<file path="src/ext_mem_defines.svh">
`ifndef EXT_MEM_DEFINES_SVH
`define EXT_MEM_DEFINES_SVH

// Native bus widths
`define EXT_MEM_ADDR_W 16
`define EXT_MEM_DATA_W 32

// One strobe bit per data byte
`define EXT_MEM_STRB_W (`EXT_MEM_DATA_W / 8)

// Byte-in-word address bits
`define EXT_MEM_BOFF_W 2

// Word address seen by the caches
`define EXT_MEM_WADDR_W (`EXT_MEM_ADDR_W - `EXT_MEM_BOFF_W)

// Cache geometry, 8 lines of 4 words
`define EXT_MEM_IDX_W 3
`define EXT_MEM_OFF_W 2

`define EXT_MEM_LINES (1 << `EXT_MEM_IDX_W)
`define EXT_MEM_WORDS (1 << `EXT_MEM_OFF_W)

// Whatever is left of the word address is tag
`define EXT_MEM_TAG_W (`EXT_MEM_WADDR_W - `EXT_MEM_IDX_W - `EXT_MEM_OFF_W)

`endif

</file>
<file path="src/ext_mem_pkg.sv">
`include "ext_mem_defines.svh"

package ext_mem_pkg;

   // Request from a master, a write when any strobe is set
   typedef struct packed {
      logic                       valid;
      logic [`EXT_MEM_ADDR_W-1:0] addr;
      logic [`EXT_MEM_DATA_W-1:0] wdata;
      logic [`EXT_MEM_STRB_W-1:0] wstrb;
   } mem_req_t;

   // Response, ready pulses once per request
   typedef struct packed {
      logic [`EXT_MEM_DATA_W-1:0] rdata;
      logic                       ready;
   } mem_resp_t;

   // Word address split for the line lookup
   typedef struct packed {
      logic [`EXT_MEM_TAG_W-1:0] tag;
      logic [`EXT_MEM_IDX_W-1:0] idx;
      logic [`EXT_MEM_OFF_W-1:0] off;
   } line_addr_t;

   // Same word address, flat for the back end or split for the lookup
   typedef union packed {
      logic [`EXT_MEM_WADDR_W-1:0] flat;
      line_addr_t                  line;
   } cache_addr_u;

   // Cache controller states
   typedef enum logic [2:0] {
      ST_IDLE,
      ST_LOOKUP,
      ST_REFILL,
      ST_WRITE,
      ST_RESPOND
   } cache_state_t;

endpackage

</file>
<file path="src/l1_cache.sv">
`include "ext_mem_defines.svh"

module l1_cache (
   input  logic                   clk,
   input  logic                   rst,

   // Front end, from the CPU side bus
   input  ext_mem_pkg::mem_req_t  fe_req,
   output ext_mem_pkg::mem_resp_t fe_resp,

   // Back end, towards the merge
   output ext_mem_pkg::mem_req_t  be_req,
   input  ext_mem_pkg::mem_resp_t be_resp
);

   import ext_mem_pkg::*;

   cache_state_t state;
   cache_state_t state_nxt;

   cache_addr_u fe_addr;
   cache_addr_u be_addr;

   // Word being fetched during a refill
   logic [`EXT_MEM_OFF_W-1:0] refill_cnt;

   // Line storage, data indexed by {index, offset}
   logic [`EXT_MEM_DATA_W-1:0] data_mem [`EXT_MEM_LINES*`EXT_MEM_WORDS];
   logic [`EXT_MEM_TAG_W-1:0]  tag_mem [`EXT_MEM_LINES];
   logic [`EXT_MEM_LINES-1:0]  line_valid;

   logic [`EXT_MEM_IDX_W+`EXT_MEM_OFF_W-1:0] word_sel;
   logic [`EXT_MEM_IDX_W+`EXT_MEM_OFF_W-1:0] fill_sel;

   logic is_write;
   logic hit;
   logic refill_last;

   // Drop the byte-in-word bits, the front end works on words
   assign fe_addr.flat = fe_req.addr[`EXT_MEM_ADDR_W-1:`EXT_MEM_BOFF_W];

   assign is_write = |fe_req.wstrb;

   assign hit = line_valid[fe_addr.line.idx] &&
                (tag_mem[fe_addr.line.idx] == fe_addr.line.tag);

   assign word_sel = {fe_addr.line.idx, fe_addr.line.off};
   assign fill_sel = {fe_addr.line.idx, refill_cnt};

   // Last word of the line has arrived
   assign refill_last = (state == ST_REFILL) && be_resp.ready &&
                        (refill_cnt == {`EXT_MEM_OFF_W{1'b1}});

   // Back-end address, refill walks the line in offset order
   always_comb begin
      be_addr.line.tag = fe_addr.line.tag;
      be_addr.line.idx = fe_addr.line.idx;
      if (state == ST_REFILL) begin
         be_addr.line.off = refill_cnt;
      end else begin
         be_addr.line.off = fe_addr.line.off;
      end
   end

   assign be_req.valid = (state == ST_REFILL) || (state == ST_WRITE);
   assign be_req.addr  = {be_addr.flat, {`EXT_MEM_BOFF_W{1'b0}}};
   assign be_req.wdata = fe_req.wdata;
   // Strobes pass unchanged on write-through, zero on refill reads
   assign be_req.wstrb = (state == ST_WRITE) ? fe_req.wstrb : '0;

   // Read hit answers straight from the lookup cycle
   assign fe_resp.ready = (state == ST_RESPOND) ||
                          ((state == ST_LOOKUP) && !is_write && hit);
   assign fe_resp.rdata = data_mem[word_sel];

   always_comb begin
      state_nxt = state;
      case (state)
         ST_IDLE: begin
            if (fe_req.valid) begin
               state_nxt = ST_LOOKUP;
            end
         end
         ST_LOOKUP: begin
            if (is_write) begin
               state_nxt = ST_WRITE;
            end else if (hit) begin
               state_nxt = ST_IDLE;
            end else begin
               state_nxt = ST_REFILL;
            end
         end
         ST_REFILL: begin
            if (refill_last) begin
               state_nxt = ST_RESPOND;
            end
         end
         ST_WRITE: begin
            if (be_resp.ready) begin
               state_nxt = ST_RESPOND;
            end
         end
         ST_RESPOND: begin
            state_nxt = ST_IDLE;
         end
         default: begin
            state_nxt = ST_IDLE;
         end
      endcase
   end

   always_ff @(posedge clk) begin
      if (rst) begin
         state      <= ST_IDLE;
         refill_cnt <= '0;
         line_valid <= '0;
      end else begin
         state <= state_nxt;

         if (state == ST_LOOKUP) begin
            refill_cnt <= '0;
         end else if ((state == ST_REFILL) && be_resp.ready) begin
            refill_cnt <= refill_cnt + `EXT_MEM_OFF_W'(1);
         end

         // Line is unusable while its words are being replaced
         if ((state == ST_LOOKUP) && !is_write && !hit) begin
            line_valid[fe_addr.line.idx] <= 1'b0;
         end else if (refill_last) begin
            line_valid[fe_addr.line.idx] <= 1'b1;
         end
      end
   end

   always_ff @(posedge clk) begin
      if ((state == ST_REFILL) && be_resp.ready) begin
         data_mem[fill_sel] <= be_resp.rdata;
      end

      if (refill_last) begin
         tag_mem[fe_addr.line.idx] <= fe_addr.line.tag;
      end

      // Write hit, merge the strobed bytes into the line
      if ((state == ST_LOOKUP) && is_write && hit) begin
         for (int b = 0; b < `EXT_MEM_STRB_W; b++) begin
            if (fe_req.wstrb[b]) begin
               data_mem[word_sel][8*b +: 8] <= fe_req.wdata[8*b +: 8];
            end
         end
      end
   end

endmodule

</file>
<file path="src/bus_merge.sv">
module bus_merge (
   input  logic                   clk,
   input  logic                   rst,

   // Master 0 has priority when the slave is free
   input  ext_mem_pkg::mem_req_t  m0_req,
   output ext_mem_pkg::mem_resp_t m0_resp,

   input  ext_mem_pkg::mem_req_t  m1_req,
   output ext_mem_pkg::mem_resp_t m1_resp,

   // Shared slave port
   output ext_mem_pkg::mem_req_t  s_req,
   input  ext_mem_pkg::mem_resp_t s_resp
);

   // Grant held until the slave answers
   logic busy;
   // Owner of a held grant, high for master 1
   logic owner;
   // Master routed to the slave this cycle
   logic sel;

   // While free, master 1 only gets the port when master 0 is quiet
   assign sel = busy ? owner : !m0_req.valid;

   assign s_req = sel ? m1_req : m0_req;

   // Data fans out to both, ready goes to the owner only
   assign m0_resp.rdata = s_resp.rdata;
   assign m0_resp.ready = s_resp.ready && !sel;

   assign m1_resp.rdata = s_resp.rdata;
   assign m1_resp.ready = s_resp.ready && sel;

   always_ff @(posedge clk) begin
      if (rst) begin
         busy  <= 1'b0;
         owner <= 1'b0;
      end else if (s_resp.ready) begin
         busy <= 1'b0;
      end else if (!busy && s_req.valid) begin
         busy  <= 1'b1;
         owner <= sel;
      end
   end

endmodule

</file>
<file path="src/ext_mem.sv">
module ext_mem (
   input  logic                   clk,
   input  logic                   rst,

   // Instruction bus
   input  ext_mem_pkg::mem_req_t  i_req,
   output ext_mem_pkg::mem_resp_t i_resp,

   // Data bus
   input  ext_mem_pkg::mem_req_t  d_req,
   output ext_mem_pkg::mem_resp_t d_resp,

   // Native memory port
   output ext_mem_pkg::mem_req_t  be_req,
   input  ext_mem_pkg::mem_resp_t be_resp
);

   import ext_mem_pkg::*;

   // Cache back ends into the merge
   mem_req_t  icache_be_req;
   mem_resp_t icache_be_resp;
   mem_req_t  dcache_be_req;
   mem_resp_t dcache_be_resp;

   l1_cache icache (
      .clk     (clk),
      .rst     (rst),
      .fe_req  (i_req),
      .fe_resp (i_resp),
      .be_req  (icache_be_req),
      .be_resp (icache_be_resp)
   );

   l1_cache dcache (
      .clk     (clk),
      .rst     (rst),
      .fe_req  (d_req),
      .fe_resp (d_resp),
      .be_req  (dcache_be_req),
      .be_resp (dcache_be_resp)
   );

   // Instruction side is master 0
   bus_merge merge_i_d (
      .clk     (clk),
      .rst     (rst),
      .m0_req  (icache_be_req),
      .m0_resp (icache_be_resp),
      .m1_req  (dcache_be_req),
      .m1_resp (dcache_be_resp),
      .s_req   (be_req),
      .s_resp  (be_resp)
   );

endmodule

</file>
<file path="config.mk">
export PLATFORM = sky130hd
export DESIGN_NAME = ext_mem
export DESIGN_NICKNAME = d
export VERILOG_FILES = /design/src/ext_mem_pkg.sv /design/src/l1_cache.sv /design/src/bus_merge.sv /design/src/ext_mem.sv
export VERILOG_INCLUDE_DIRS = /design/src
export SDC_FILE = /design/constraint.sdc
export NUM_CORES = 2
export LEC_CHECK = 0
export BUFFER_PORTS_ARGS = -buffer_cell sky130_fd_sc_hd__buf_2
export CORE_MARGIN = 8
export CORE_UTILIZATION = 56
export CTS_CLUSTER_DIAMETER = 50
export DETAILED_ROUTE_END_ITERATION = 16
export GPL_TIMING_DRIVEN = 0
export PLACE_DENSITY = 0.76
export RECOVER_POWER = 25
export SLEW_MARGIN = 5
export SYNTH_ARGS = -nofsm -noshare
export SYNTH_HDL_FRONTEND = slang
export SYNTH_HIERARCHICAL = 1
export SYNTH_SLANG_ARGS = --single-unit
</file>
<file path="constraint.sdc">
create_clock -name clk -period 3.65 [get_ports clk]
set_clock_uncertainty 0.2 [all_clocks]
set_input_delay 0.1825 -clock clk [delete_from_list [all_inputs] [get_ports clk]]
set_output_delay 0.1825 -clock clk [all_outputs]
set_load 0.02 [all_outputs]
</file>
==> Word level (Yosys, flattened, before mapping) <==
Memory sizes are Yosys's and may differ from the RTL's.
Index checks and enable logic that the tools add are counted.
{ "classes": {"add_sub_neg": 2, "order_cmp": 4, "n_eq_ne": 18, "muxes": 68, "n_bitwise": 7, "n_reduce_logical": 46} }
{ "op_table": {"columns": ["operator", "count"], "rows": [
  ["2-to-1 mux 32 bit", 2],
  ["OR reduction 32 bit", 2],
  ["2-to-1 mux 53 bit", 1],
  ["2-to-1 mux 1 bit", 37],
  ["2-to-1 mux 8 bit", 4],
  ["2-to-1 mux 3 bit", 8],
  ["one-hot mux 3 bit (4 select lines)", 2],
  ["logical AND 1 bit", 21],
  ["equality test 9 bit", 2],
  ["bitwise AND 8 bit", 2],
  ["2-to-1 mux 4 bit", 4],
  ["inverter 8 bit", 2],
  ["OR 8 bit", 2],
  ["equality test 3 x 2 -> 1 bit (second input constant)", 4],
  ["2-to-1 mux 5 bit", 2],
  ["less-than comparator 3 x 4 -> 1 bit (second input constant)", 2],
  ["2-to-1 mux 2 bit", 4],
  ["!= test 2 x 1 -> 1 bit (second input constant)", 4],
  ["OR reduction 4 bit", 2],
  ["zero test 1 bit", 7],
  ["binary-select mux 1 bit (select 3 bit)", 2],
  ["demux 1 bit (select 3 bit)", 2],
  ["equality test 3 x 1 -> 1 bit (second input constant)", 2],
  ["equality test 3 bit (second input constant)", 2],
  ["other kinds (11)", 23]
]} }
{ "totals": {"register_bits": 28, "ram_bits": 2192, "input_bits": 141, "out_inout_bits": 119, "wordCells": 157, "mem_count": 4} }
{ "memory_table": {"columns": ["name", "depth", "word_bits", "read_ports", "rd_clocked_by_memory_dff", "write_ports", "line_no", "text"], "rows": [
  ["dcache.data_mem", 32, 32, 1, 0, 1, "l1_cache.sv:28", "logic [`EXT_MEM_DATA_W-1:0] data_mem [`EXT_MEM_LINES*`EXT_MEM_WORDS];"],
  ["icache.data_mem", 32, 32, 1, 0, 1, "l1_cache.sv:28", null],
  ["dcache.tag_mem", 8, 9, 1, 0, 1, "l1_cache.sv:29", "logic [`EXT_MEM_TAG_W-1:0] tag_mem [`EXT_MEM_LINES];"],
  ["icache.tag_mem", 8, 9, 1, 0, 1, "l1_cache.sv:29", null]
]} }

==> Logic depth before layout (Yosys ltp) <==
{ "depth": {"ltp_word": 10, "ltp_mapped": 14, "mapped_depth_nobuf": 10} }

==> Modules after synthesis <==
Netlist, hierarchy kept.
{ "modules_own_cells": {"columns": ["mod", "instances", "cells_per_inst", "area_each_um2", "seq_area_each_um2"], "rows": [
  ["l1_cache at dcache", 1, 2081, 43441.7, 33171.8],
  ["l1_cache at icache", 1, 2046, 43215.2, 33171.8],
  ["bus_merge", 1, 136, 1276.2, 40.0]
]} }

==> Least setup slack after synthesis <==
Ideal clock, no wire load.
{ "synth_path": {"kind": "in2reg", "start": "in i_req[42] (netlist bit)", "end": "mem icache/data_mem[16][0] (netlist bit) (enable)", "setup_ps": 370, "arrival_time_ps": 2952, "t_required_ps": 3080, "path_slack_ps": 128, "path_stages": 11, "path_buffers": 4, "cell_sequence": "buf_2 -> buf_2 -> buf_2 -> mux4_2 -> mux2i_1 -> xor2_1 -> o2111ai_1 -> nor4_1 -> buf_2 -> a21oi_1 -> nor2_1"} }
{ "synth_between": {"elab_chain_len": 8, "word_cells_on_any_way": 17, "classes_between": "1 x eq/ne; 12 x mux; 3 x reduce/logical; 1 x memory"} }
{ "synth_rtl": {"columns": ["item", "line_no", "text"], "rows": [
  ["start: declaration", "ext_mem.sv:6", "input ext_mem_pkg::mem_req_t i_req,"],
  ["memory read (8 x 9 bit) / binary-select mux 1 bit (select 3 bit) (equally long branches)", null, null],
  ["equality test 9 bit / 2-to-1 mux 1 bit (equally long branches)", "l1_cache.sv:45, l1_cache.sv:44", null],
  ["logical AND 1 bit", "l1_cache.sv:44", "assign hit = line_valid[fe_addr.line.idx] &&"],
  ["logical AND 1 bit", "l1_cache.sv:145", "if ((state == ST_LOOKUP) && is_write && hit) begin"],
  ["2-to-1 mux 1 bit", "l1_cache.sv:145", null],
  ["2-to-1 mux 1 bit (implied by the code)", "l1_cache.sv:148", "data_mem[word_sel][8*b +: 8] <= fe_req.wdata[8*b +: 8];"],
  ["OR reduction 32 bit (no source line)", null, null],
  ["2-to-1 mux 5 bit (no source line) / 2-to-1 mux 4 bit (equally long branches)", null, null],
  ["end: declaration", "l1_cache.sv:28", null]
]} }
Parallel ways exist; a longest one is shown, timed or not. The select of a mux whose other input is x is not followed.

==> out/qor.yml <==
layout:
  nFillCells: 9149
  areaGrowthSynthToFinish_pct: 19.88
  final_net_count: 5166
  utilization_pct: 67.56
  instances_no_fill: 7277
  final_area_sq_mm: 0.1054
  drive_above_1_share_pct: 38.83
clocking:
  clkTransAtPathRegs_ns: 0.06
  cts-root-buf: "clkbuf_16"
  cts_tree: "built"
  insertion_delay_ns: 0.87
  cts_max_level: 4
  clock-sinks: 2220
  cts_buffers: 211
  clockBufferDepth: 3
pwr:
  power_uw: 54110
  p_int_uw: 41720
  p_switching_uw: 12390
  power_frac_comb_pct: 7.5
  p_clk_share_pct: 40.6
  p_seq_share_pct: 51.9
  ir_drop_v: 0.0004969
  p_sw_share_pct: 22.89
  leakage_uw: 0.03369
  power.density_mw_per_mm2: 513.3
global_routing:
  grt_use_total_pct: 30.09
  grt_antenna_before_repair: 22
  grt_pass1_vias: 49590
  grt_overflow_total: 0
  grt_pass1_wl_mm: 361.3
  grt_start_max_net_pins: 33
run_status:
  violations: "max-capacitance violations, max-slew violations, negative setup slack"
  status: "complete, but fails checks"
yosys:
  synth_seq_cells: 2220
  syn-cell-area_sq_mm: 0.08793
  synth.top_cells.by_area: "edfxtp_1, mux4_2, a22oi_1"
  yosysTopAreaCell: "edfxtp_1"
  async_reset_ff_share_pct: 0
  synth_edf_count: 2192
  seq_area_frac_synth_pct: 75.49
  synth_top_area_share_pct: 74.86
  synth_area_per_cell_sq_um: 20.63
  ys_types: 64
  synth_flop_cell: "edfxtp_1"
  syn_inst: 4263
  yosysWarnings: 6
flow_run:
  cap_violations: 1
critical_path:
  crit_path_start_kind: "flip-flop"
  cp_cell_sequence: "mux4_2, mux2i_1, xor2_1, nand4_1, nor4_4, buf_6, nand4b_1, a21oi_4, buf_6"
  worstSetupEndpointType: "output pin"
  setup.worst_path.class: "flip-flop to output pin"
  arrival_ns: 3.58
  max_stage_delay_ns: 0.46
  cp.required_ns: 3.27
  slowest_stage: "mux4_2"
  crit_path_frequent_cell: "buf_6"
  crit_path_max_fanout: 2
die:
  dieArea_sq_mm: 0.1700
  chipHeight_microns: 412.3
  chipWidth_microns: 412.3
  io_pins: 260
  rows: 145
  coreArea_sq_mm: 0.1560
  initial_utilization_pct: 56.36
timing:
  max_freq_mhz: 252.4
  hold_viol_final: 0
  min_period_ns: 3.961
  drv_slew: 9
  setup_ws_ns: -0.3114
  tns_ns: -29.64
  setup_violations: 727
  worstMarginPinSlew_ns: 1.511
  timing.final.crit_share_pct: 108.5
  slew-limit-headroom_pct: -0.7519
  rsz0062_at_grt: "true"
worst_hold_path:
  min_path_type: "primary input to flip-flop"
detailed_routing:
  drtAntennaViolNets: 0
  drc: 0
  drt-initial-drc-count: 8961
  avgViaCountPerCell: 7.070
  drt_wl_total_mm: 277.2
  vias: 51450
  wire_per_inst_microns: 38.09
  firstDrtPassIters: 6
placement:
  numPortBuffers: 213
  gp_congestion: 0.9229
  placed_cells: 6543
  hpwl_mm: 166.7
  dpl-instance-area_sq_mm: 0.09174
placed cells by master (no fill, tap or decap), types with 52 or more instances in the layout:
cell	instances
mux4_2	532
clkinv_1	52
clkbuf_2	78
a22oi_1	230
mux2_2	81
clkbuf_1	131
nor2_1	60
nand4_1	53
buf_2	233
clkbuf_16	217
buf_4	268
mux2_4	70
buf_12	62
nor2_4	215
edfxtp_1	2192
dlygate4sd3_1	136
metrics by stage:
| step | setup slack [ns] | hold slack (ns) |
|---|---|---|
| final | -0.3114 | 0.06681 |
| after global routing | -0.3646 | 0.04251 |
| after CTS | -0.2210 | 0.005004 |
| after detailed placement | -2.115 | 0.2078 |
| after global placement | -2.793 | 0.2078 |
| after floorplan | 0.1277 | 0.05526 |
logic make-up (layout without fill, tap and decap cells):
kind of cell	after synthesis	count (layout)	share of synthesized area (%)
fa+ha+maj	2	2	0.02845
buf+inv	411	1326	2.554
other cells	2	24	0.008541
compound gates	362	362	2.960
simple gates	534	534	2.839
xor+xnor	14	14	0.1394
flops	2220	2220	75.49
mux	718	737	15.98
cells in the mapped netlist (all sizes together), types with 12 or more instances:
master,instances
a21oi,29
a22oi,233
a31oi,19
and2,12
and3,14
buf,243
clkbuf,157
dfxtp,28
edfxtp,2192
mux2,143
mux2i,43
mux4,532
nand2,34
nand4,53
nor2,323
nor2b,12
nor4,24
o2111ai,13
o21ai,21
routing by layer:
| metal | global-route usage (%) | vias up | wire length, microns | share of wire (%) |
|---|---|---|---|---|
| met1 | 40.31 | 26220 | 90330 | 33 |
| met3 | 9.925 | 955 | 46210 | 17 |
| met4 | 12.98 | 2 | 16040 | 5.8 |
| li1 | - | 19190 | - | - |
| met5 | 0 | - | 7 | 0.0025 |
| met2 | 45.73 | 5075 | 124600 | 45 |
what timing repair did:
| item | 4_1_cts | 5_1_grt |
|---|---|---|
| pin swaps | 80 | 32 |
| cloned | 0 | 23 |
| hold buffers | 121 | 15 |
| buffers inserted | 107 | 67 |
| hold endpoints to repair | 1975 | 288 |
| setup endpoints to repair | 3951 | 3463 |
| gates resized for setup | 678 | 245 |
state kept, by name (all words and copies together) (netlist names), named ones only:
register,flops
dcache/data_mem,1024
icache/data_mem,1024
dcache/tag_mem,72
icache/tag_mem,72
dcache/state,3
icache/state,3
dcache/refill_cnt,2
icache/refill_cnt,2
merge_i_d/busy,1
merge_i_d/owner,1
layout make-up:
| class | instances | area [sq um] | share of cell area, % |
|---|---|---|---|
| timing repair buffer | 532 | 4725 | 4.482 |
| antenna | 20 | 50.05 | 0.04748 |
| clock buffer | 262 | 5514 | 5.231 |
| clock inverter | 127 | 1404 | 1.332 |
| multi-input combinational | 1653 | 22230 | 21.09 |
| inverter | 11 | 41.29 | 0.03917 |
| buffer | 394 | 2486 | 2.358 |
| sequential | 2220 | 66390 | 62.98 |
| tap | 2058 | 2575 | 2.443 |
worst max-delay path: cells and delay by family, from the launching register on:
kind | cells | cell delay, ns
multiplexers | 2 | 0.64
XOR/XNOR | 1 | 0.27
buffers and inverters | 2 | 0.33
flip-flops | 1 | 0.36
AND/OR/NAND/NOR | 3 | 0.81
AO/OA/AOI/OAI | 1 | 0.30
power by group through the flow:
stage	logic [uW]	registers [uW]	clock network [uW]
after floorplan	2040	28600	0
after global placement	3390	28600	0
after detailed placement	3460	28600	0
after CTS	3740	28100	22000
after global routing	4140	28000	23000
final	4070	28100	22000
worst paths after layout:
kind | slack (ns) | cells after the start | to | start
max | -0.31 | 9 | i_resp[0] | icache/tag_mem[7][4]$_DFFE_PP_
min | 0.07 | 2 | dcache/data_mem[26][0]$_DFFE_PP_ | be_resp[1]
max reg2reg | -0.13 | 14 | icache/data_mem[14][25]$_DFFE_PP_ | icache/tag_mem[7][8]$_DFFE_PP_
min reg2reg | 0.32 | 2 | flip-flop | flip-flop
No activity file was read; power rests on OpenSTA's default activity.
